--- config.mk ---
export PLATFORM = sky130hd
export DESIGN_NAME = instruction_fetch
export DESIGN_NICKNAME = d
export VERILOG_FILES = /design/src/logic/mips_isa_pkg.sv /design/src/logic/mips_pipe_pkg.sv /design/src/logic/instruction_fetch.sv
export VERILOG_INCLUDE_DIRS = /design/src /design/src/logic
export SDC_FILE = /design/constraint.sdc
export NUM_CORES = 2
export LEC_CHECK = 0
export BUFFER_PORTS_ARGS = -buffer_cell sky130_fd_sc_hd__buf_2
export CELL_PAD_IN_SITES_DETAIL_PLACEMENT = 0
export CELL_PAD_IN_SITES_GLOBAL_PLACEMENT = 1
export CORE_UTILIZATION = 30
export DETAILED_ROUTE_END_ITERATION = 8
export PLACE_DENSITY_LB_ADDON = 0.1
export SLEW_MARGIN = 0
export SYNTH_ARGS = -nofsm -noshare
export SYNTH_HDL_FRONTEND = slang
export SYNTH_SLANG_ARGS = --single-unit
--- constraint.sdc ---
create_clock -name i_clk -period 2.2 [get_ports i_clk]
set_clock_uncertainty 0.1 [all_clocks]
set_input_delay 0.33 -clock i_clk [delete_from_list [all_inputs] [get_ports i_clk]]
set_output_delay 0.33 -clock i_clk [all_outputs]
set_load 0.05 [all_outputs]
--- src/logic/mips_settings.svh ---
`ifndef MIPS_SETTINGS_SVH
`define MIPS_SETTINGS_SVH

// Data path and instruction width
`define MIPS_WORD_W 32

// Architectural register count
`define MIPS_NUM_REGS 32

// Memory depths in words
`define MIPS_IMEM_DEPTH 64
`define MIPS_DMEM_DEPTH 64

`endif

--- src/logic/mips_isa_pkg.sv ---
`include "mips_settings.svh"

package mips_isa_pkg;

    typedef logic [`MIPS_WORD_W-1:0] word_t;                   // Machine word
    typedef logic [$clog2(`MIPS_NUM_REGS)-1:0] reg_addr_t;     // Register number
    typedef logic [`MIPS_WORD_W-1:0] pc_t;                     // Byte address

    // Primary opcode field, bits 31:26
    typedef enum logic [5:0] {
        OP_RTYPE = 6'h00,
        OP_BEQ   = 6'h04,
        OP_ADDI  = 6'h08,
        OP_LW    = 6'h23,
        OP_SW    = 6'h2b
    } opcode_e;

    // Function field of R-type, bits 5:0
    typedef enum logic [5:0] {
        FN_ADD = 6'h20,
        FN_SUB = 6'h22,
        FN_AND = 6'h24,
        FN_OR  = 6'h25,
        FN_SLT = 6'h2a
    } funct_e;

    typedef enum logic [2:0] {
        ALU_ADD = 3'd0,
        ALU_SUB = 3'd1,
        ALU_AND = 3'd2,
        ALU_OR  = 3'd3,
        ALU_SLT = 3'd4
    } alu_op_e;

endpackage

--- src/logic/mips_pipe_pkg.sv ---
package mips_pipe_pkg;

    import mips_isa_pkg::*;

    // Decoded control, travels with the instruction
    typedef struct packed {
        logic    reg_write;
        logic    mem_read;
        logic    mem_write;
        logic    mem_to_reg;
        logic    branch;
        logic    alu_src;     // Immediate as operand B
        logic    reg_dst;     // rd as destination
        alu_op_e alu_op;
    } ctrl_t;

    typedef struct packed {
        word_t instr;
        pc_t   pc_plus4;
    } if_id_t;

    typedef struct packed {
        ctrl_t     ctrl;
        word_t     reg_a;
        word_t     reg_b;
        word_t     imm;         // Sign extended
        reg_addr_t rt;
        reg_addr_t rd;
        pc_t       pc_plus4;
    } id_ex_t;

    typedef struct packed {
        ctrl_t     ctrl;
        logic      zero;
        word_t     alu_res;
        word_t     store_data;
        reg_addr_t dest;
        pc_t       branch_target;
    } ex_mem_t;

    typedef struct packed {
        logic      reg_write;
        logic      mem_to_reg;
        word_t     alu_res;
        word_t     read_data;
        reg_addr_t dest;
    } mem_wb_t;

endpackage

--- src/logic/instruction_fetch.sv ---
`timescale 1ns/10ps
`include "mips_settings.svh"

module instruction_fetch import mips_isa_pkg::*, mips_pipe_pkg::*; (
    input  logic                                 i_clk,
    input  logic                                 i_arst_n,
    input  logic                                 i_stall,
    input  logic                                 i_load,
    input  logic                                 i_load_we,
    input  logic [$clog2(`MIPS_IMEM_DEPTH)-1:0]  i_load_addr,
    input  word_t                                i_load_data,
    input  logic                                 i_pc_src,
    input  pc_t                                  i_branch_target,
    output if_id_t                               o_if_id,
    output pc_t                                  o_pc
);

    localparam int IMEM_AW = $clog2(`MIPS_IMEM_DEPTH);

    word_t              imem [`MIPS_IMEM_DEPTH];
    pc_t                pc;
    pc_t                pc_plus4;
    pc_t                pc_next;
    logic [IMEM_AW-1:0] pc_idx;
    logic [IMEM_AW:0]   prog_end;       // Words loaded, one past last
    logic               load_q;
    logic               fetch_ok;
    word_t              instr;
    if_id_t             if_id_q;

    assign pc_idx   = pc[IMEM_AW+1:2];
    assign fetch_ok = (pc[`MIPS_WORD_W-1:IMEM_AW+2] == '0) && ({1'b0, pc_idx} < prog_end);
    assign instr    = fetch_ok ? imem[pc_idx] : '0;   // Outside the program reads a NOP
    assign pc_plus4 = pc + pc_t'(4);
    assign pc_next  = i_pc_src ? i_branch_target : pc_plus4;

    always_ff @(posedge i_clk) begin
        if (i_load && i_load_we) begin
            imem[i_load_addr] <= i_load_data;
        end
    end

    always_ff @(posedge i_clk or negedge i_arst_n) begin
        if (!i_arst_n) begin
            pc       <= '0;
            prog_end <= '0;
            load_q   <= 1'b0;
        end else begin
            load_q <= i_load;
            if (i_load) begin
                pc <= '0;                                       // Restart from address 0
                if (i_load_we) begin
                    prog_end <= {1'b0, i_load_addr} + 1'b1;
                end else if (!load_q) begin
                    prog_end <= '0;                             // New load session
                end
            end else if (!i_stall) begin
                pc <= pc_next;
            end
        end
    end

    always_ff @(posedge i_clk or negedge i_arst_n) begin
        if (!i_arst_n) begin
            if_id_q <= '0;
        end else if (!(i_stall || i_load)) begin
            if_id_q.instr    <= instr;
            if_id_q.pc_plus4 <= pc_plus4;
        end
    end

    assign o_if_id = if_id_q;
    assign o_pc    = pc;

endmodule

==> flow_summary.yaml <==
outcome:
  run_status: "complete, but fails checks"
  violations: "negative setup slack"
routing:
  ant_nets: 0
  via_per_inst: 4.974
  drc: 0
  num_vias: 46702
  totalWireLength_microns: 295200
  drtIter0Drc: 3695
  wl_per_cell_microns: 31.43
  drtPass1Iterations: 5
power:
  p_comb_frac: 0.089
  swShare: 0.2330
  totalPowerFinal_mw: 92.56
  ir_worst_vdd_uv: 630.4
  seqPwrFrac: 0.489
  clkPwrFrac: 0.422
  p_int_mw: 70.99
  p_leak_nw: 36.27
  switchingPower_mw: 21.57
  powerDensity_nw_per_um2: 833.2
worst_setup_path:
  reg2reg_depth: 12
  worst_setup_path_start_kind: "flip-flop"
  worstPathRequired_ns: 2.90
  path_max_fanout: 8
  path_class: "reg -> reg"
  worstPathArrival_ns: 3.58
  cp-end-kind: "flip-flop"
sta:
  tightest_slew_ns: 0.9297
  fin_setup_tns_ns: -24.63
  fin_ws_ns: -0.6786
  hold_violations: 0
  final_max_slew_viol_count: 0
  setup_viol: 82
  rsz0062_at_grt: "yes"
  relSlewSlack: 0.3802
  min_period_ns: 2.879
  fin_crit_sh: 1.308
  timing.fmax_mhz: 347.4
  worst_hold_slack_ns: 0.09278
die:
  die-width_microns: 530.7
  ioPinCount: 172
  die_area_sq_um: 281700
  rows: 193
  coreArea_sq_um: 277200
  start_util: 0.3025
  die_h_microns: 530.7
logic_synthesis:
  ys.flop_type: "edfxtp_1"
  ys_ff_latch: 2152
  syn_area_per_cell_sq_um: 19.67
  synth_edf_count: 2048
  yosysSeqAreaShare: 0.7643
  syn_inst: 4263
  synthArstFlopShare: 0.04833
  synth_area_sq_um: 83870
  syn_nets: 4346
  ys_types: 68
  synth_warnings: 0
global_routing:
  grt_pass1_wl_microns: 403800
  grtUsageMet3: 0.02744
  grt_pass1_vias: 48362
  grt_max_degree: 74
  gr-usage-met1: 0.2902
  antenna_found_initial: 24
  grt.busiest_layer: "met2"
  met2_usage: 0.3479
  track_usage: 0.2078
  overflow: 0
cts:
  worstSkewPairLatency_ns: 0.92
  numCtsBuffers: 244
  cts_sinks: 2152
  htree_levels: 4
  cts_tree: "yes"
  cts_max_path_buffers: 4
  clkTransAtPathRegs_ns: 0.06
  clockRootBuffer: "clkbuf_16"
cells_and_area:
  final_cell_mix: "edfxtp_1, buf_4, mux4_2"
  multi_input_area_sq_um: 21020
  finalNetCount: 5570
  fin_area_sq_um: 111100
  layout.cells.non_filler: 9390
  drive_above_1_share: 0.4050
  fillerInstances: 25260
  final_core_util: 0.4007
  seq_area_sq_um: 64140
  final_common_cell: "edfxtp_1"
  area_delta_synth_final_pct: 32.47
placed_design:
  place.gp.congestion: 0.7982
  dp.cells: 8726
  placed_cell_area_sq_um: 98390
  portBuffers: 171
  dpl.hpwl_microns: 193500
  pre_cts_ws_ns: -1.292
min_path:
  holdPathStages: 4
  hold_path.class: "in -> reg"
job:
  drv_cap: 0
==> repair_timing <==
action                                   CTS  global route
pin swaps                                120           126
endpoints found under the setup margin   104            96
resized for setup                        498           228
gates cloned                              13             3
buffers inserted                          88            72
hold endpoints to repair                1542             0
hold buffers                              88             0
==> cell type report <==
| type | instances | area share |
|---|---|---|
| Sequential cell | 2152 | 0.5773 |
| Clock inverter | 134 | 0.01092 |
| Multi-Input combinational cell | 1834 | 0.1892 |
| Inverter | 15 | 0.0005068 |
| Clock buffer | 299 | 0.05700 |
| Antenna cell | 11 | 0.0002478 |
| Tap cell | 3705 | 0.04173 |
| Timing Repair Buffer | 1240 | 0.1231 |
==> synthesized netlist by cell type (14+ instances only) <==
library cell	count	area, sq um
o221ai_1	36	315.3
xor2_1	16	140.1
mux2_2	43	484.2
mux4_2	370	8333
dfrtp_1	104	2603
inv_1	14	52.55
nor2_1	115	431.7
a221oi_1	24	210.2
nand4_1	25	156.4
o21bai_1	19	142.6
nand3_1	31	155.2
a32oi_1	20	175.2
a22oi_1	131	983.4
mux2i_1	341	3413
a21oi_1	85	425.4
clkbuf_1	122	457.9
buf_1	21	78.83
a31oi_1	14	87.58
xnor2_1	16	140.1
buf_2	93	465.5
o21ai_0	133	665.6
edfxtp_1	2048	61500
nor4_1	15	93.84
nand2_1	234	878.3
buf_4	22	165.2
==> flip-flops by register name (all words and copies together), names as in the netlist <==
name / count
imem: 2048
o_if_id: 64
o_pc: 32
prog_end: 7
load_q: 1
==> critical path, cell delays in order (launching register included) <==
cell and delay [ns]:
dfrtp_4 0.56, buf_12 0.19, buf_12 0.15, buf_12 0.12
clkbuf_16 0.15, buf_4 0.13, mux2i_1 0.10, a22oi_1 0.21
nand2_2 0.13, buf_4 0.16, nand2_2 0.13, nand4_1 0.39
o21ai_1 0.25
==> kinds of logic (layout without fill, tap and decap cells) <==
family,Yosys count,count (layout),synth area share
adders and majority gates,7,7,0.001044
xor gates and xnor gates,32,32,0.003342
DFF,2152,2152,0.7643
other,0,11,0
and+or+nand+nor,508,508,0.02772
muxes,754,754,0.1458
buffers and inverters,277,1688,0.01505
AOI/OAI and AO/OA,533,533,0.04268
==> power groups by stage <==
stage	clock network, mW	registers (mW)	logic, mW
floorplan	0	46.5	2.77
global placement	0	46.2	7.12
detailed placement	0	46.2	7.13
CTS	40.1	45.3	8.05
global route	41.5	45.3	8.64
finish	39.0	45.3	8.21
==> routing by layer <==
layer,up-vias,part of all wire
li1,20002,-
met1,25207,0.45
met2,1189,0.49
met3,304,0.049
met4,0,0.019
met5,-,0
==> worst paths after layout <==
check | to | slack [ns] | from
min | prog_end[6] | 0.09 | i_load_addr[3]
max in group asynchronous | o_if_id[43] | 1.16 | i_arst_n
max | o_if_id[50] | -0.68 | o_pc[3]
min in group asynchronous | o_if_id[0] | 0.47 | i_arst_n
min reg2reg | o_if_id[12] | 0.38 | o_if_id[12]
max reg2reg | o_if_id[50] | -0.68 | o_pc[3]
Power figures use the tool's default switching activity.
