File: src/logic/mips_settings.svh
`ifndef MIPS_SETTINGS_SVH
`define MIPS_SETTINGS_SVH

// Data path and instruction width
`define MIPS_WORD_W 32

// Architectural register count
`define MIPS_NUM_REGS 32

// Memory depths in words
`define MIPS_IMEM_DEPTH 64
`define MIPS_DMEM_DEPTH 64

`endif

File: src/logic/mips_isa_pkg.sv
`include "mips_settings.svh"

package mips_isa_pkg;

    typedef logic [`MIPS_WORD_W-1:0] word_t;                   // Machine word
    typedef logic [$clog2(`MIPS_NUM_REGS)-1:0] reg_addr_t;     // Register number
    typedef logic [`MIPS_WORD_W-1:0] pc_t;                     // Byte address

    // Primary opcode field, bits 31:26
    typedef enum logic [5:0] {
        OP_RTYPE = 6'h00,
        OP_BEQ   = 6'h04,
        OP_ADDI  = 6'h08,
        OP_LW    = 6'h23,
        OP_SW    = 6'h2b
    } opcode_e;

    // Function field of R-type, bits 5:0
    typedef enum logic [5:0] {
        FN_ADD = 6'h20,
        FN_SUB = 6'h22,
        FN_AND = 6'h24,
        FN_OR  = 6'h25,
        FN_SLT = 6'h2a
    } funct_e;

    typedef enum logic [2:0] {
        ALU_ADD = 3'd0,
        ALU_SUB = 3'd1,
        ALU_AND = 3'd2,
        ALU_OR  = 3'd3,
        ALU_SLT = 3'd4
    } alu_op_e;

endpackage

File: src/logic/mips_pipe_pkg.sv
package mips_pipe_pkg;

    import mips_isa_pkg::*;

    // Decoded control, travels with the instruction
    typedef struct packed {
        logic    reg_write;
        logic    mem_read;
        logic    mem_write;
        logic    mem_to_reg;
        logic    branch;
        logic    alu_src;     // Immediate as operand B
        logic    reg_dst;     // rd as destination
        alu_op_e alu_op;
    } ctrl_t;

    typedef struct packed {
        word_t instr;
        pc_t   pc_plus4;
    } if_id_t;

    typedef struct packed {
        ctrl_t     ctrl;
        word_t     reg_a;
        word_t     reg_b;
        word_t     imm;         // Sign extended
        reg_addr_t rt;
        reg_addr_t rd;
        pc_t       pc_plus4;
    } id_ex_t;

    typedef struct packed {
        ctrl_t     ctrl;
        logic      zero;
        word_t     alu_res;
        word_t     store_data;
        reg_addr_t dest;
        pc_t       branch_target;
    } ex_mem_t;

    typedef struct packed {
        logic      reg_write;
        logic      mem_to_reg;
        word_t     alu_res;
        word_t     read_data;
        reg_addr_t dest;
    } mem_wb_t;

endpackage

File: src/logic/instruction_decode.sv
`timescale 1ns/10ps
`include "mips_settings.svh"

module instruction_decode import mips_isa_pkg::*, mips_pipe_pkg::*; (
    input  logic    i_clk,
    input  logic    i_arst_n,
    input  logic    i_stall,
    input  logic    i_load,
    input  if_id_t  i_if_id,
    input  mem_wb_t i_mem_wb,
    output id_ex_t  o_id_ex
);

    word_t     regs [`MIPS_NUM_REGS];
    opcode_e   opcode;
    funct_e    funct;
    reg_addr_t rs;
    reg_addr_t rt;
    reg_addr_t rd;
    word_t     imm;
    ctrl_t     ctrl;
    word_t     wb_data;
    logic      wb_write;
    word_t     reg_a;
    word_t     reg_b;
    id_ex_t    id_ex_q;

    assign opcode = opcode_e'(i_if_id.instr[31:26]);
    assign funct  = funct_e'(i_if_id.instr[5:0]);
    assign rs     = i_if_id.instr[25:21];
    assign rt     = i_if_id.instr[20:16];
    assign rd     = i_if_id.instr[15:11];
    assign imm    = {{(`MIPS_WORD_W-16){i_if_id.instr[15]}}, i_if_id.instr[15:0]};

    // Main decoder, unknown encodings become NOPs
    always_comb begin
        ctrl        = '0;
        ctrl.alu_op = ALU_ADD;
        case (opcode)
            OP_RTYPE: begin
                ctrl.reg_dst   = 1'b1;
                ctrl.reg_write = 1'b1;
                case (funct)
                    FN_ADD:  ctrl.alu_op = ALU_ADD;
                    FN_SUB:  ctrl.alu_op = ALU_SUB;
                    FN_AND:  ctrl.alu_op = ALU_AND;
                    FN_OR:   ctrl.alu_op = ALU_OR;
                    FN_SLT:  ctrl.alu_op = ALU_SLT;
                    default: ctrl.reg_write = 1'b0;   // Covers the all-zero NOP
                endcase
            end
            OP_ADDI: begin
                ctrl.reg_write = 1'b1;
                ctrl.alu_src   = 1'b1;
            end
            OP_LW: begin
                ctrl.reg_write  = 1'b1;
                ctrl.mem_read   = 1'b1;
                ctrl.mem_to_reg = 1'b1;
                ctrl.alu_src    = 1'b1;
            end
            OP_SW: begin
                ctrl.mem_write = 1'b1;
                ctrl.alu_src   = 1'b1;
            end
            OP_BEQ: begin
                ctrl.branch = 1'b1;
                ctrl.alu_op = ALU_SUB;   // Zero flag gives equality
            end
            default: ;
        endcase
    end

    // Write-back stage folded in here
    assign wb_data  = i_mem_wb.mem_to_reg ? i_mem_wb.read_data : i_mem_wb.alu_res;
    assign wb_write = i_mem_wb.reg_write && (i_mem_wb.dest != '0);

    always_ff @(posedge i_clk) begin
        if (wb_write && !(i_stall || i_load)) begin
            regs[i_mem_wb.dest] <= wb_data;
        end
    end

    // Register 0 reads zero, a write in flight is passed through
    always_comb begin
        if (rs == '0) begin
            reg_a = '0;
        end else if (wb_write && (i_mem_wb.dest == rs)) begin
            reg_a = wb_data;
        end else begin
            reg_a = regs[rs];
        end
        if (rt == '0) begin
            reg_b = '0;
        end else if (wb_write && (i_mem_wb.dest == rt)) begin
            reg_b = wb_data;
        end else begin
            reg_b = regs[rt];
        end
    end

    always_ff @(posedge i_clk or negedge i_arst_n) begin
        if (!i_arst_n) begin
            id_ex_q <= '0;
        end else if (!(i_stall || i_load)) begin
            id_ex_q.ctrl     <= ctrl;
            id_ex_q.reg_a    <= reg_a;
            id_ex_q.reg_b    <= reg_b;
            id_ex_q.imm      <= imm;
            id_ex_q.rt       <= rt;
            id_ex_q.rd       <= rd;
            id_ex_q.pc_plus4 <= i_if_id.pc_plus4;
        end
    end

    assign o_id_ex = id_ex_q;

endmodule

File: config.mk
export PLATFORM = sky130hd
export DESIGN_NAME = instruction_decode
export DESIGN_NICKNAME = d
export VERILOG_FILES = /design/src/logic/mips_isa_pkg.sv /design/src/logic/mips_pipe_pkg.sv /design/src/logic/instruction_decode.sv
export VERILOG_INCLUDE_DIRS = /design/src /design/src/logic
export SDC_FILE = /design/constraint.sdc
export NUM_CORES = 1
export LEC_CHECK = 0
export BUFFER_PORTS_ARGS = -buffer_cell sky130_fd_sc_hd__buf_2
export CAP_MARGIN = 20
export CORE_UTILIZATION = 60
export DETAILED_ROUTE_END_ITERATION = 6
export GPL_ROUTABILITY_DRIVEN = 0
export GPL_TIMING_DRIVEN = 0
export HOLD_SLACK_MARGIN = 0.05
export PLACE_DENSITY = 0.77
export SYNTH_ARGS = -nofsm -noshare
export SYNTH_HDL_FRONTEND = slang
export SYNTH_SLANG_ARGS = --single-unit
export TNS_END_PERCENT = 1
File: constraint.sdc
create_clock -name i_clk -period 1.9 [get_ports i_clk]
set_input_delay 0 -clock i_clk [delete_from_list [all_inputs] [get_ports i_clk]]
set_output_delay 0 -clock i_clk [all_outputs]
set_load 0.05 [all_outputs]
==> reports/qor.csv <==
metric,value,unit
RSZ-0062 raised after global routing,yes,
Max Root-Sink Buffers,3,
Initial Utilization,0.610,
CP peak stage delay,0.75,ns
first-pass GRT wire length,238000,um
total die area,88300,um^2
initial antenna violation count,11,
GRT met1 Usage,0.492,
hold depth,3,
Comb power frac,0.129,
Detailed Place HPWL,109000,um
Hold Path End,regs[1][21]$_DFFE_PP_,
CP Data Arrival Time,2.76,ns
Mean Syn Cell Area,19.5,um^2
1st-iter DRT viols,5542,
r2r worst-path depth,4,
final core utilization,0.722,
endpoint type of the worst setup path,register,
Synth area leaders,"edfxtp_1 (59%), mux4_2 (25%), dfrtp_1 (6.0%)",
Skew-Pair Late Insertion Delay,0.70,ns
router iterations before antenna repair,6,
Total GRT Usage,0.383,
WL final,169000,um
worst path buffer plus inverter count,4,
# DRC,0,
WL per Instance,37.1,um
CP Max Fanout,10,
commonest cells in the netlist,"edfxtp_1 (1024), mux4_2 (576), nand2_1 (226), a22oi_1 (129), dfrtp_1 (126)",
NetSw,15.5,mW
dpl ws,-1.71,ns
sequential share of power,0.487,
Hold Startpoint,i_mem_wb[3],
Final #Nets,3429,
fmax,453,MHz
Hold Crit Class,input port to register,
P_int,43.8,mW
synth warn,0,
Die Span Y,297,um
crit path cell chain,"buf_2, clkbuf_4, buf_2, buf_1, mux4_2, a22o_1, nor2_1, o221ai_1",
routed via count,33700,
"Seq/Total Area, Yosys",0.648,
post-route ant nets,0,
hold_ws,0.0500,ns
Clock power frac,0.384,
Crit path max-delay family,buffers and inverters,
PnR Total Power,59.3,mW
cell count after synthesis,2685,
CP max-delay cell,buf_1,
core area,85700,um^2
Post-synth ARST share,0.110,
leading cell type by number of instances after synthesis,edfxtp_1,
clk_skew,0.0283,ns
vias per cell,7.42,
Final TNS setup,-9.72,ns
Buffers on Ports,276,
clock sinks,1150,
outcome,"finished, violations left",
I/O pins,287,
setup ws final,-0.309,ns
TritonCTS buffer count,114,
ys flop type,edfxtp_1,
Slew Limit Fails,0,
#FFs+latches synth,1150,
share of the synthesized area in the top cell type,0.588,
Switching Fraction,0.262,
global-route track usage on met3,0.120,
VDD IR-drop max,0.915,mV
Tightest Pin Transition,1.13,ns
TritonCTS clock tree,done,
grt met2 use,0.579,
endpoints failing hold,0,
worst r2r dst,o_id_ex[102]$_DFFE_PN0N_,
"Top cell by count, worst path",buf_2,
largest net degree at the start of global routing,73,
failing checks,negative setup slack,
GRT overflow,0,
Unique masters post-synth,47,
Clock Pin Slew Worst Setup and Hold Paths,0.06,ns
synthesis-to-layout area growth,18.3,%
Root Buffer,clkbuf_16,
Final setup viols,56,
Pwr per Cell Area,959,nW/um^2
fin crit share,1.16,
R2R Path Start,regs[13][28]$_DFFE_PP_,
WS Path Type,input port to register,
mapped cell area,52300,um^2
Max-slew headroom,0.248,
H-tree depth,3,
Most Crowded Layer GR,met2,
Row Count,107,
reg2reg setup slack,-0.03,ns
vias in the first global route,34400,
Post-synth EDFFs,1024,
min cycle time layout,2.21,ns
required time worst endpoint,2.45,ns
number of max-cap violations,0,
Die X,297,um
Leak Pwr,21.3,nW
Setup crit start kind,input port,
layout cells sized above 1,0.392,
post-synth top area cell,edfxtp_1,
==> registers in the layout (all words and copies together) (netlist names) <==
signal and count:
o_id_ex 126, regs 1024
==> final cells by class <==
| class | count | area (um^2) |
|---|---|---|
| Clock buffer | 154 | 3150 |
| Buffer | 234 | 1290 |
| Clock inverter | 64 | 602 |
| Timing Repair Buffer | 457 | 3780 |
| Antenna cell | 6 | 15.0 |
| Tap cell | 1144 | 1430 |
| Sequential cell | 1150 | 33900 |
| Inverter | 68 | 255 |
| Fill cell | 4900 | 23800 |
| Multi-Input combinational cell | 1265 | 17400 |
==> layout by cell type (no fill, tap or decap), types with 3 or more instances in the layout <==
| master | synthesis | routed |
|---|---|---|
| nand3b_1 | 3 | 3 |
| inv_1 | 68 | 68 |
| a22oi_1 | 129 | 129 |
| mux4_2 | 576 | 576 |
| diode_2 | 0 | 6 |
| clkbuf_4 | 0 | 9 |
| edfxtp_1 | 1024 | 1024 |
| clkbuf_2 | 1 | 30 |
| nand3_1 | 8 | 6 |
| a22o_1 | 66 | 66 |
| xnor2_1 | 5 | 5 |
| clkbuf_8 | 0 | 8 |
| bufinv_16 | 0 | 10 |
| o21ai_0 | 8 | 8 |
| o221ai_1 | 28 | 28 |
| clkinv_2 | 0 | 25 |
| nor2_4 | 0 | 34 |
| mux2_2 | 32 | 32 |
| buf_12 | 0 | 46 |
| nor2b_1 | 4 | 4 |
| nor2_1 | 73 | 39 |
| nor3_1 | 5 | 4 |
| inv_6 | 0 | 4 |
| clkbuf_1 | 106 | 105 |
| buf_4 | 31 | 58 |
| o211ai_1 | 32 | 32 |
| dlygate4sd3_1 | 0 | 101 |
| dlymetal6s4s_1 | 0 | 3 |
| nand2_1 | 226 | 225 |
| clkbuf_16 | 0 | 118 |
| xor2_1 | 5 | 5 |
| o221ai_2 | 4 | 4 |
| clkinv_1 | 0 | 17 |
| buf_2 | 70 | 331 |
| dfrtp_1 | 126 | 125 |
| clkinvlp_4 | 0 | 6 |
| buf_1 | 22 | 10 |
| buf_6 | 4 | 12 |
| conb_1 | 1 | 32 |
| buf_16 | 0 | 9 |
==> cells by family (layout without fill, tap and decap cells) <==
family,after synthesis,count (layout),synth area share
DFF,1150,1150,0.648
muxes,610,610,0.255
and+or+nand+nor,335,336,0.0259
buffers and inverters,302,977,0.0262
AOI/OAI and AO/OA,277,277,0.0425
xor gates and xnor gates,10,10,0.00167
other,1,38,0.0000717
==> worst max path at each step <==
stage	cells after the start	slack, ns	start	end
2_1_floorplan	6	-0.30	i_mem_wb[4]	regs[10][0]$_DFFE_PP_
3_3_place_gp	4	-2.32	i_load	regs[27][9]$_DFFE_PP_
3_5_place_dp	5	-1.71	i_load	regs[31][3]$_DFFE_PP_
4_1_cts	8	-0.48	i_if_id[50]	o_id_ex[76]$_DFFE_PN0N_
5_1_grt	9	-0.32	i_if_id[55]	o_id_ex[118]$_DFFE_PN0N_
6_report	8	-0.31	i_if_id[50]	o_id_ex[98]$_DFFE_PN0N_
==> power by group through the flow <==
stage               Combinational, mW  Sequential, mW  Clock [mW]
floorplan                        3.48            30.4           0
global placement                 6.97            29.3           0
detailed placement               7.17            29.3           0
CTS                              7.42            28.8        22.7
global route                     7.83            28.9        23.7
finish                           7.62            28.9        22.8
==> routing by layer <==
metal / vias to the layer above / wire, um
met1: 17200 / 54800
met2: 3369 / 77200
met3: 636 / 24300
met4: 10 / 12200
met5: - / 73
li1: 12500 / -
==> tightest hold or removal path, cell delays in order <==
cell	delay [ns]
buf_4	0.17
or3_4	0.21
nor2_4	0.14
==> through the flow <==
stage | instance area (um^2) | std cells
after floorplan | 52600 | 2716
after global placement | 55400 | 4136
after detailed placement | 56200 | 4169
after CTS | 61600 | 4527
after global routing | 61900 | 4539
final | 61900 | 4542
==> timing repair <==
action / CTS / global route
hold buffers: 103 / 1
gates resized for setup: 57 / 58
buffers inserted: 36 / 6
setup endpoints to repair: 1153 / 610
pin swaps: 15 / 3
endpoints found under the hold margin: 237 / 16
cloned: 1 / 0
Power figures use the tool's default switching activity.
