## src/logic/mips_settings.svh

```systemverilog
`ifndef MIPS_SETTINGS_SVH
`define MIPS_SETTINGS_SVH

// Data path and instruction width
`define MIPS_WORD_W 32

// Architectural register count
`define MIPS_NUM_REGS 32

// Memory depths in words
`define MIPS_IMEM_DEPTH 64
`define MIPS_DMEM_DEPTH 64

`endif

```

## src/logic/mips_isa_pkg.sv

```systemverilog
`include "mips_settings.svh"

package mips_isa_pkg;

    typedef logic [`MIPS_WORD_W-1:0] word_t;                   // Machine word
    typedef logic [$clog2(`MIPS_NUM_REGS)-1:0] reg_addr_t;     // Register number
    typedef logic [`MIPS_WORD_W-1:0] pc_t;                     // Byte address

    // Primary opcode field, bits 31:26
    typedef enum logic [5:0] {
        OP_RTYPE = 6'h00,
        OP_BEQ   = 6'h04,
        OP_ADDI  = 6'h08,
        OP_LW    = 6'h23,
        OP_SW    = 6'h2b
    } opcode_e;

    // Function field of R-type, bits 5:0
    typedef enum logic [5:0] {
        FN_ADD = 6'h20,
        FN_SUB = 6'h22,
        FN_AND = 6'h24,
        FN_OR  = 6'h25,
        FN_SLT = 6'h2a
    } funct_e;

    typedef enum logic [2:0] {
        ALU_ADD = 3'd0,
        ALU_SUB = 3'd1,
        ALU_AND = 3'd2,
        ALU_OR  = 3'd3,
        ALU_SLT = 3'd4
    } alu_op_e;

endpackage

```

## src/logic/mips_pipe_pkg.sv

```systemverilog
package mips_pipe_pkg;

    import mips_isa_pkg::*;

    // Decoded control, travels with the instruction
    typedef struct packed {
        logic    reg_write;
        logic    mem_read;
        logic    mem_write;
        logic    mem_to_reg;
        logic    branch;
        logic    alu_src;     // Immediate as operand B
        logic    reg_dst;     // rd as destination
        alu_op_e alu_op;
    } ctrl_t;

    typedef struct packed {
        word_t instr;
        pc_t   pc_plus4;
    } if_id_t;

    typedef struct packed {
        ctrl_t     ctrl;
        word_t     reg_a;
        word_t     reg_b;
        word_t     imm;         // Sign extended
        reg_addr_t rt;
        reg_addr_t rd;
        pc_t       pc_plus4;
    } id_ex_t;

    typedef struct packed {
        ctrl_t     ctrl;
        logic      zero;
        word_t     alu_res;
        word_t     store_data;
        reg_addr_t dest;
        pc_t       branch_target;
    } ex_mem_t;

    typedef struct packed {
        logic      reg_write;
        logic      mem_to_reg;
        word_t     alu_res;
        word_t     read_data;
        reg_addr_t dest;
    } mem_wb_t;

endpackage

```

## src/logic/execution.sv

```systemverilog
`timescale 1ns/10ps
`include "mips_settings.svh"

module execution import mips_isa_pkg::*, mips_pipe_pkg::*; (
    input  logic    i_clk,
    input  logic    i_arst_n,
    input  logic    i_stall,
    input  logic    i_load,
    input  id_ex_t  i_id_ex,
    output ex_mem_t o_ex_mem
);

    word_t     op_b;
    word_t     alu_res;
    logic      zero;
    reg_addr_t dest;
    pc_t       branch_target;
    ex_mem_t   ex_mem_q;

    assign op_b = i_id_ex.ctrl.alu_src ? i_id_ex.imm : i_id_ex.reg_b;

    always_comb begin
        case (i_id_ex.ctrl.alu_op)
            ALU_ADD: alu_res = i_id_ex.reg_a + op_b;
            ALU_SUB: alu_res = i_id_ex.reg_a - op_b;
            ALU_AND: alu_res = i_id_ex.reg_a & op_b;
            ALU_OR:  alu_res = i_id_ex.reg_a | op_b;
            ALU_SLT: alu_res = word_t'($signed(i_id_ex.reg_a) < $signed(op_b));  // Signed compare
            default: alu_res = '0;
        endcase
    end

    assign zero          = (alu_res == '0);
    assign dest          = i_id_ex.ctrl.reg_dst ? i_id_ex.rd : i_id_ex.rt;
    assign branch_target = i_id_ex.pc_plus4 + {i_id_ex.imm[`MIPS_WORD_W-3:0], 2'b00};

    always_ff @(posedge i_clk or negedge i_arst_n) begin
        if (!i_arst_n) begin
            ex_mem_q <= '0;
        end else if (!(i_stall || i_load)) begin
            ex_mem_q.ctrl          <= i_id_ex.ctrl;
            ex_mem_q.zero          <= zero;
            ex_mem_q.alu_res       <= alu_res;
            ex_mem_q.store_data    <= i_id_ex.reg_b;   // Unselected rt value for sw
            ex_mem_q.dest          <= dest;
            ex_mem_q.branch_target <= branch_target;
        end
    end

    assign o_ex_mem = ex_mem_q;

endmodule

```

## config.mk

```make
export PLATFORM = sky130hd
export DESIGN_NAME = execution
export DESIGN_NICKNAME = d
export VERILOG_FILES = /design/src/logic/mips_isa_pkg.sv /design/src/logic/mips_pipe_pkg.sv /design/src/logic/execution.sv
export VERILOG_INCLUDE_DIRS = /design/src /design/src/logic
export SDC_FILE = /design/constraint.sdc
export NUM_CORES = 1
export LEC_CHECK = 0
export BUFFER_PORTS_ARGS = -buffer_cell sky130_fd_sc_hd__buf_2
export CORE_ASPECT_RATIO = 1.1
export CORE_MARGIN = 1
export CORE_UTILIZATION = 46
export DETAILED_ROUTE_END_ITERATION = 12
export PLACE_DENSITY = 0.75
export SLEW_MARGIN = 20
export SYNTH_ARGS = -nofsm -noshare
export SYNTH_HDL_FRONTEND = slang
export SYNTH_SLANG_ARGS = --single-unit
```

## constraint.sdc

```tcl
create_clock -name i_clk -period 0.8 [get_ports i_clk]
set_clock_uncertainty 0.05 [all_clocks]
set_input_delay 0.16 -clock i_clk [delete_from_list [all_inputs] [get_ports i_clk]]
set_output_delay 0.16 -clock i_clk [all_outputs]
set_load 0.05 [all_outputs]
```

==> flow_summary.toml, run 1 <==
[outcome]
error = "[ERROR GRT-0232] Routing congestion too high. Check the congestion heatmap in the GUI."
stop_stage = "global routing (5_1_grt)"
status = "aborted with a tool error"

[clocking]
cts_num_sinks = 112
htree_levels = 3
cts_buffers = 9
clock_path_buffers = 2
cts_root_buffer = "clkbuf_16"

[yosys]
syn_area_per_cell_um2 = 7.78
synth_edf_count = 0
synth.distinct_cells = 80
synth_nets = 1688
synth-seq-area-share = 0.256
synth_area_leaders = "dfrtp_1 26%, ha_1 14%, nand2_1 8.6%, o21ai_0 5.0%, a21oi_1 4.4%"
synth_top_cell_by_area = "dfrtp_1"
ys_ff_latch = 112
yosys_warnings = 0
ys.flop_type = "dfrtp_1"
syn_inst = 1408
syn_area_um2 = 11000
async_reset_ff_frac = 1.00
yosysTopAreaCellShare = 0.256

[placed_design]
hpwlAfterDp_um = 38100
pre_cts_ws_ns = -3.35
gp_congestion = 0.982
port_buffers = 263
placedInstanceArea_um2 = 16500

[die]
die_x_um = 149
std_cell_rows = 58
initial_utilization = 0.473
die_h_um = 164
ios = 264

[global_routing]
grt_util_all_layers = 0.706
grt_start_max_net_pins = 44
grt_overflow_total = 185

[sta]
postGrtWorstEndpoint = "o_ex_mem[101]$_DFFE_PN0N_/D"
worstEpCategory = "register data pin"
==> stage by stage <==
step | cells | TNS, ns
after detailed placement | 2362 | -168.87
after CTS | 2480 | -147.53
after global placement | 2362 | -163.73
after floorplan | 1408 | -107.35
==> cells by family after synthesis <==
family | after synthesis | synth area share
AO/OA/AOI/OAI | 422 | 0.254
XOR/XNOR | 45 | 0.0360
adder cells (fa/ha/maj) | 128 | 0.148
buffers and inverters | 172 | 0.0608
flip-flops | 112 | 0.256
multiplexers | 50 | 0.0474
AND/OR/NAND/NOR | 479 | 0.198
==> cell usage after synthesis (7+ instances only) <==
library cell,number
and3_1,8
nand4_1,10
o21a_1,10
buf_2,7
a221oi_1,7
a21o_1,29
nor3_1,27
nor2b_1,16
nor4_1,8
clkbuf_1,54
a21oi_1,96
dfrtp_1,112
or2_2,8
or3_1,8
mux2i_1,44
o31ai_1,12
a31oi_1,16
ha_1,125
xnor2_1,26
o211ai_1,18
inv_1,100
nor2_1,84
o21ai_0,109
nand3_1,21
o21bai_1,15
o22ai_1,8
a211oi_1,29
nand2_1,250
nand2b_1,14
xor2_1,19
==> timing repair <==
| action | in CTS |
|---|---|
| hold buffers | 30 |
| gates cloned | 10 |
| pin swaps | 121 |
| gates resized for setup | 493 |
| endpoints found under the setup margin | 224 |
| buffers inserted | 69 |
| endpoints found under the hold margin | 141 |
==> routing by layer <==
metal  GRT overflow  track usage
met4             58        0.745
met2            122        0.944
met5              0        0.119
met1              1        0.706
met3              4        0.449
==> run 2: changes to the inputs <==
--- a/config.mk
+++ b/config.mk
@@ -7,11 +7,10 @@
 export NUM_CORES = 1
 export LEC_CHECK = 0
 export BUFFER_PORTS_ARGS = -buffer_cell sky130_fd_sc_hd__buf_2
-export CORE_ASPECT_RATIO = 1.1
 export CORE_MARGIN = 1
-export CORE_UTILIZATION = 46
+export CORE_UTILIZATION = 31
 export DETAILED_ROUTE_END_ITERATION = 12
-export PLACE_DENSITY = 0.75
+export PLACE_DENSITY_LB_ADDON = 0.15
 export SLEW_MARGIN = 20
 export SYNTH_ARGS = -nofsm -noshare
 export SYNTH_HDL_FRONTEND = slang
==> constraint.sdc (replaced) <==
create_clock -name i_clk -period 1 [get_ports i_clk]
set_clock_uncertainty 0.05 [all_clocks]
set_input_delay 0.2 -clock i_clk [delete_from_list [all_inputs] [get_ports i_clk]]
set_output_delay 0.2 -clock i_clk [all_outputs]
set_load 0.05 [all_outputs]
==> flow_summary.toml, run 2 <==
[die]
core_um2 = 34600
ios = 264
initial_utilization = 0.316
std_cell_rows = 68
die_h_um = 190
die_x_um = 190
die-area_um2 = 36100

[drt]
ant_nets = 0
drt-total-wl_um = 50900
drtIter0Drc = 658
drcViolationCount = 0
drtPass1Iterations = 5
vias = 13488
viasPerCell = 5.05
wl_per_cell_um = 19.1

[clocking]
htree_levels = 3
clock_path_buffers = 2
cts_buffers = 9
cts_num_sinks = 112
cts_root_buffer = "clkbuf_16"
clk_pin_slew_worst_paths_ns = 0.08
clkLatencyLatePin_ns = 0.39
cts_tree = "yes"

[yosys]
yosys_warnings = 0
yosysTopAreaCellShare = 0.256
synth_nets = 1688
synthMostInstantiatedCell = "nand2_1"
syn_area_um2 = 11000
synth_area_leaders = "dfrtp_1 26%, ha_1 14%, nand2_1 8.6%, o21ai_0 5.0%, a21oi_1 4.4%"
synth_common_cells = "250 x nand2_1, 125 x ha_1, 112 x dfrtp_1"
ys.flop_type = "dfrtp_1"
synth_edf_count = 0
synth.distinct_cells = 80
synth-seq-area-share = 0.256
async_reset_ff_frac = 1.00
syn_inst = 1408
ys_ff_latch = 112
syn_area_per_cell_um2 = 7.78
synth_top_cell_by_area = "dfrtp_1"

[power]
netSwitchingFraction = 0.428
seq_power_share = 0.226
power_frac_comb = 0.615
p_clk_frac = 0.159
p_leak_uw = 0.0100
power_switching_uw = 11100
pwr_density_cell_nw_per_um2 = 1270
p_int_uw = 14700
ir_drop_uv = 988

[sta]
slew_headroom = 0.418
rsz0062_at_grt = "true"
fmax_mhz = 288
hold_viol_final = 0
finalCriticalPeriod_ns = 3.47
setup-violations-final = 178
finalCritPeriodShare = 3.47
worst_pin_slew_ns = 0.867
finalMaxSlewViolations = 0
finalWorstSetupSlack_ns = -2.47

[run]
cap_violations = 0

[cells_and_area]
areaGrowthSynthToFinish_pct = 86.0
finish.utilization = 0.588
largest_register_ffs = 112
fin_area_um2 = 20400
drive_above_1_share = 0.506
layout_common_cells = "502 x buf_4, 238 x nand2_1, 155 x buf_6, 145 x buf_2, 112 x dfrtp_1"
antenna_cells = 0
final_common_cell = "buf_4"
nNetsFinal = 2489

[global_routing]
grt_pass1_wl_um = 73100
antenna_found_initial = 3
grt_pass1_vias = 13373
grt_overflow_total = 0
grt_util_all_layers = 0.261
grt_start_max_net_pins = 161

[placed_design]
port_buffers = 263
hpwlAfterDp_um = 38200
placedInstanceArea_um2 = 16800
gp_congestion = 0.925

[outcome]
status = "finished, violations left"
violations = "setup timing"

[critical_path]
crit_required_ns = 1.24
start_kind = "input pin"
end_kind = "register"
worstPathMaxFanout = 6
cp.arrival_ns = 3.71
worstSetupPathType = "in2reg"

[worst_hold_path]
min_path_type = "in2reg"
## run 2: cell counts after synthesis
Identical to the previous run, type by type.
## run 2: power groups by stage
stage          Combinational (uW)  Sequential, uW  Clock, uW
2_1_floorplan                4660            8290          0
3_3_place_gp                12500            5700          0
3_5_place_dp                12600            5730          0
4_1_cts                     14000            5710       4210
5_1_grt                     16800            5890       4360
6_report                    15900            5830       4100
## run 2: worst paths after layout
path | slack [ns] | startpoint | depth (start not counted) | to
min | 0.01 | i_id_ex[75] | 3 | o_ex_mem[38]
max reg2reg | 0.06 | o_ex_mem[95] | 2 | o_ex_mem[95]
max | -2.47 | i_id_ex[142] | 20 | o_ex_mem[101]
min in group asynchronous | 0.27 | i_arst_n | 3 | o_ex_mem[60]
max in group asynchronous | 0.25 | i_arst_n | 4 | o_ex_mem[96]
min reg2reg | 0.44 | o_ex_mem[55] | 2 | o_ex_mem[55]
## run 2: repair_timing
action                     4_1_cts  5_1_grt
resized for setup              268      368
gates cloned                     0        6
buffers inserted                32       61
hold buffers                    32        0
pin swaps                      114       88
hold endpoints to repair       143        0
setup endpoints to repair      224      224
## run 2: cells by family (layout without fill, tap and decap cells)
logic type               after synthesis  in the layout  share of synthesized area
AND/OR/NAND/NOR                      479            479                      0.198
adder cells (fa/ha/maj)              128            128                      0.148
multiplexers                          50             50                     0.0474
XOR/XNOR                              45             45                     0.0360
flip-flops                           112            112                      0.256
buffers and inverters                172            978                     0.0608
AO/OA/AOI/OAI                        422            422                      0.254
## run 2: metal layers
metal | track usage | share of wire
met1 | 0.319 | 0.43
met2 | 0.472 | 0.51
met3 | 0.0354 | 0.038
met4 | 0.0806 | 0.023
met5 | 0 | 0.00063
## run 2: layout make-up
cell class | instances | area [um^2]
Clock buffer | 12 | 236
Inverter | 103 | 390
Tap cell | 455 | 569
Multi-Input combinational cell | 1124 | 9230
Sequential cell | 112 | 2800
Fill cell | 3101 | 14300
Clock inverter | 4 | 76.3
Timing Repair Buffer | 859 | 7060
## run 2: worst max-delay path: stages
cell	delay [ns]
buf_8	0.10
buf_12	0.14
mux2i_4	0.21
inv_2	0.12
ha_4	0.15
buf_6	0.09
inv_4	0.03
fa_2	0.35
nor2b_4	0.15
o211a_4	0.27
nor4b_4	0.31
nor3b_2	0.11
buf_4	0.17
o2bb2ai_4	0.15
xnor2_2	0.13
nor2_2	0.07
nand4b_1	0.24
nor4_2	0.27
nand4_1	0.21
o41ai_2	0.24
## run 2: through the flow
stage | power [uW] | std cells | hold slack, ns | setup TNS, ns | worst slack, ns
after floorplan | 13000 | 1408 | -0.146 | -89.60 | -2.52
after global placement | 18200 | 2535 | 0.122 | -145.17 | -3.28
after detailed placement | 18300 | 2535 | 0.115 | -147.18 | -3.32
after CTS | 23900 | 2609 | 0.000112 | -120.06 | -2.63
after global routing | 27100 | 2669 | 0.0143 | -116.97 | -2.64
final | 25800 | 2669 | 0.0124 | -107.14 | -2.47
(Power assumes the default switching activity.)
==> run 3: changes to the inputs <==
==> constraint.sdc (replaced) <==
create_clock -name i_clk -period 1 [get_ports i_clk]
set_clock_uncertainty 0.05 [all_clocks]
set_input_delay 0 -clock i_clk [delete_from_list [all_inputs] [get_ports i_clk]]
set_output_delay 0 -clock i_clk [all_outputs]
set_load 0.05 [all_outputs]
==> flow_summary.toml, run 3 (synthesis gave the netlist of run 2 again) <==
[outcome]
status = "finished, violations left"
violations = "setup timing"

[global_routing]
grt_util_all_layers = 0.264
grt_start_max_net_pins = 85
grt_overflow_total = 0
grt_pass1_vias = 13193
antenna_found_initial = 0
grt_pass1_wl_um = 73500

[drt]
viasPerCell = 5.02
drtIter0Drc = 606
drt-total-wl_um = 49400
drcViolationCount = 0
vias = 13360
drtPass1Iterations = 5
wl_per_cell_um = 18.5
ant_nets = 0

[run]
cap_violations = 0

[critical_path]
cp_slowest_cell = "or4_4"
worstSetupPathType = "in2reg"
crit_path_max_incr_delay_ns = 0.44
rr_startpoint = "o_ex_mem[100]"
end_kind = "register"
crit_path_cell_trace = "buf_16 > buf_12 > mux2i_4 > ha_4 > a21o_1 > or4_4 > nor4b_4 > or2_4 > o21ai_4 > nor3b_4 > o311ai_1 > and3_4 > and4_1 > nand4_1 > o41ai_2"
start_kind = "input pin"
worstPathMaxFanout = 6
crit_required_ns = 1.25
path_buf_inv = 2
cp.arrival_ns = 3.45
worstReg2RegEnd = "o_ex_mem[100]"
r2r_slack_ns = 0.04
ff2ff_path_depth = 2
critPathTopFamily = "simple AND/OR/NAND/NOR gates"

[die]
initial_utilization = 0.316
die-area_um2 = 36100
die_x_um = 190
std_cell_rows = 68
die_h_um = 190
core_um2 = 34600
ios = 264

[worst_hold_path]
min_path_type = "in2reg"
min_to = "o_ex_mem[104]"
worstHoldStart = "i_id_ex[140]"
whs_path_depth = 4

[cells_and_area]
nNetsFinal = 2484
drive_above_1_share = 0.515
ff_latch_area_um2 = 2800
areaGrowthSynthToFinish_pct = 90.3
antenna_cells = 0
multi_input_area_um2 = 9710
nFillCells = 3115
fin_area_um2 = 20800
final_common_cell = "buf_4"
largest_register_ffs = 112
layout_common_cells = "474 x buf_4, 242 x nand2_1, 164 x buf_6, 145 x buf_2, 111 x dfrtp_1"
finish.utilization = 0.602

[clocking]
cts_tree = "yes"
htree_levels = 3
cts_root_buffer = "clkbuf_16"
clkLatencyLatePin_ns = 0.40
clk_pin_slew_worst_paths_ns = 0.08
clock_path_buffers = 2
cts_num_sinks = 112
cts_buffers = 9

[power]
pwr_density_cell_nw_per_um2 = 1260
netSwitchingFraction = 0.432
p_int_uw = 14900
p_clk_frac = 0.167
power_switching_uw = 11300
p_leak_uw = 0.0101
seq_power_share = 0.221
power_frac_comb = 0.612
ir_drop_uv = 995

[placed_design]
placedInstanceArea_um2 = 16500
gp_congestion = 0.929
hpwlAfterDp_um = 38100
port_buffers = 263

[sta]
hold_viol_final = 0
rsz0062_at_grt = "true"
worst_pin_slew_ns = 0.781
finalCritPeriodShare = 3.21
slew_headroom = 0.476
setup-violations-final = 132
finalCriticalPeriod_ns = 3.21
finalWorstSetupSlack_ns = -2.21
finalMaxSlewViolations = 0
hold_slack_ns = 0.0256
fmax_mhz = 312
## run 3: cell types whose count changed in the layout (fill, tap and decap cells not counted), sizes merged
cell	before	now
buf	824	799
inv	101	105
bufbuf	0	1
clkbuf	15	9
dlygate4sd3	32	54
clkinvlp	1	0
## run 3: metal layers
layer / up-vias / track usage / part of all wire
li1: 6594 / - / -
met1: 6406 / 0.344 / 0.45
met2: 316 / 0.459 / 0.49
met3: 44 / 0.0303 / 0.037
met4: 0 / 0.0670 / 0.017
met5: - / 0 / 0
## run 3: layout make-up
cell class	count	share of cell area
sequential	112	0.135
tap	455	0.0273
multi-input combinational	1124	0.466
clock inverter	7	0.00558
clock buffer	9	0.0108
timing repair buffer	854	0.337
inverter	103	0.0188
## run 3: how the worst max path moves through the flow
stage	start	endpoint	slack (ns)	cells after the start
final	i_id_ex[142]	o_ex_mem[101]	-2.21	15
after floorplan	i_id_ex[142]	o_ex_mem[101]	-2.32	16
after CTS	i_id_ex[142]	o_ex_mem[101]	-2.26	15
after global routing	i_id_ex[142]	o_ex_mem[101]	-2.35	15
after global placement	i_id_ex[142]	o_ex_mem[101]	-3.18	16
after detailed placement	i_id_ex[142]	o_ex_mem[101]	-3.26	16
## run 3: timing repair
| action | CTS | global route |
|---|---|---|
| hold buffers | 54 | 0 |
| pin swaps | 100 | 131 |
| gates cloned | 3 | 0 |
| resized for setup | 226 | 532 |
| buffers inserted | 34 | 62 |
| setup endpoints to repair | 186 | 191 |
| endpoints found under the hold margin | 158 | 0 |
## run 3: per-stage QoR
step / std cells / setup TNS [ns] / power (uW) / setup WS (ns)
floorplan: 1408 / -69.57 / 12900 / -2.32
detailed placement: 2511 / -126.66 / 18100 / -3.26
CTS: 2615 / -80.57 / 23900 / -2.26
finish: 2664 / -70.23 / 26300 / -2.21
global placement: 2511 / -123.80 / 18000 / -3.18
global route: 2664 / -78.22 / 27600 / -2.35
## run 3: worst register-to-register path: cells and delay by family (launching register included)
family / cells / cell delay [ns]
flip-flops: 1 / 0.41
multiplexers: 1 / 0.25
buffers and inverters: 1 / 0.14
## run 3: power groups by stage
stage	Combinational (uW)	Sequential, uW	Clock, uW
2_1_floorplan	4620	8290	0
3_3_place_gp	12300	5690	0
3_5_place_dp	12400	5700	0
4_1_cts	13800	5620	4530
5_1_grt	17100	5880	4670
6_report	16100	5810	4400
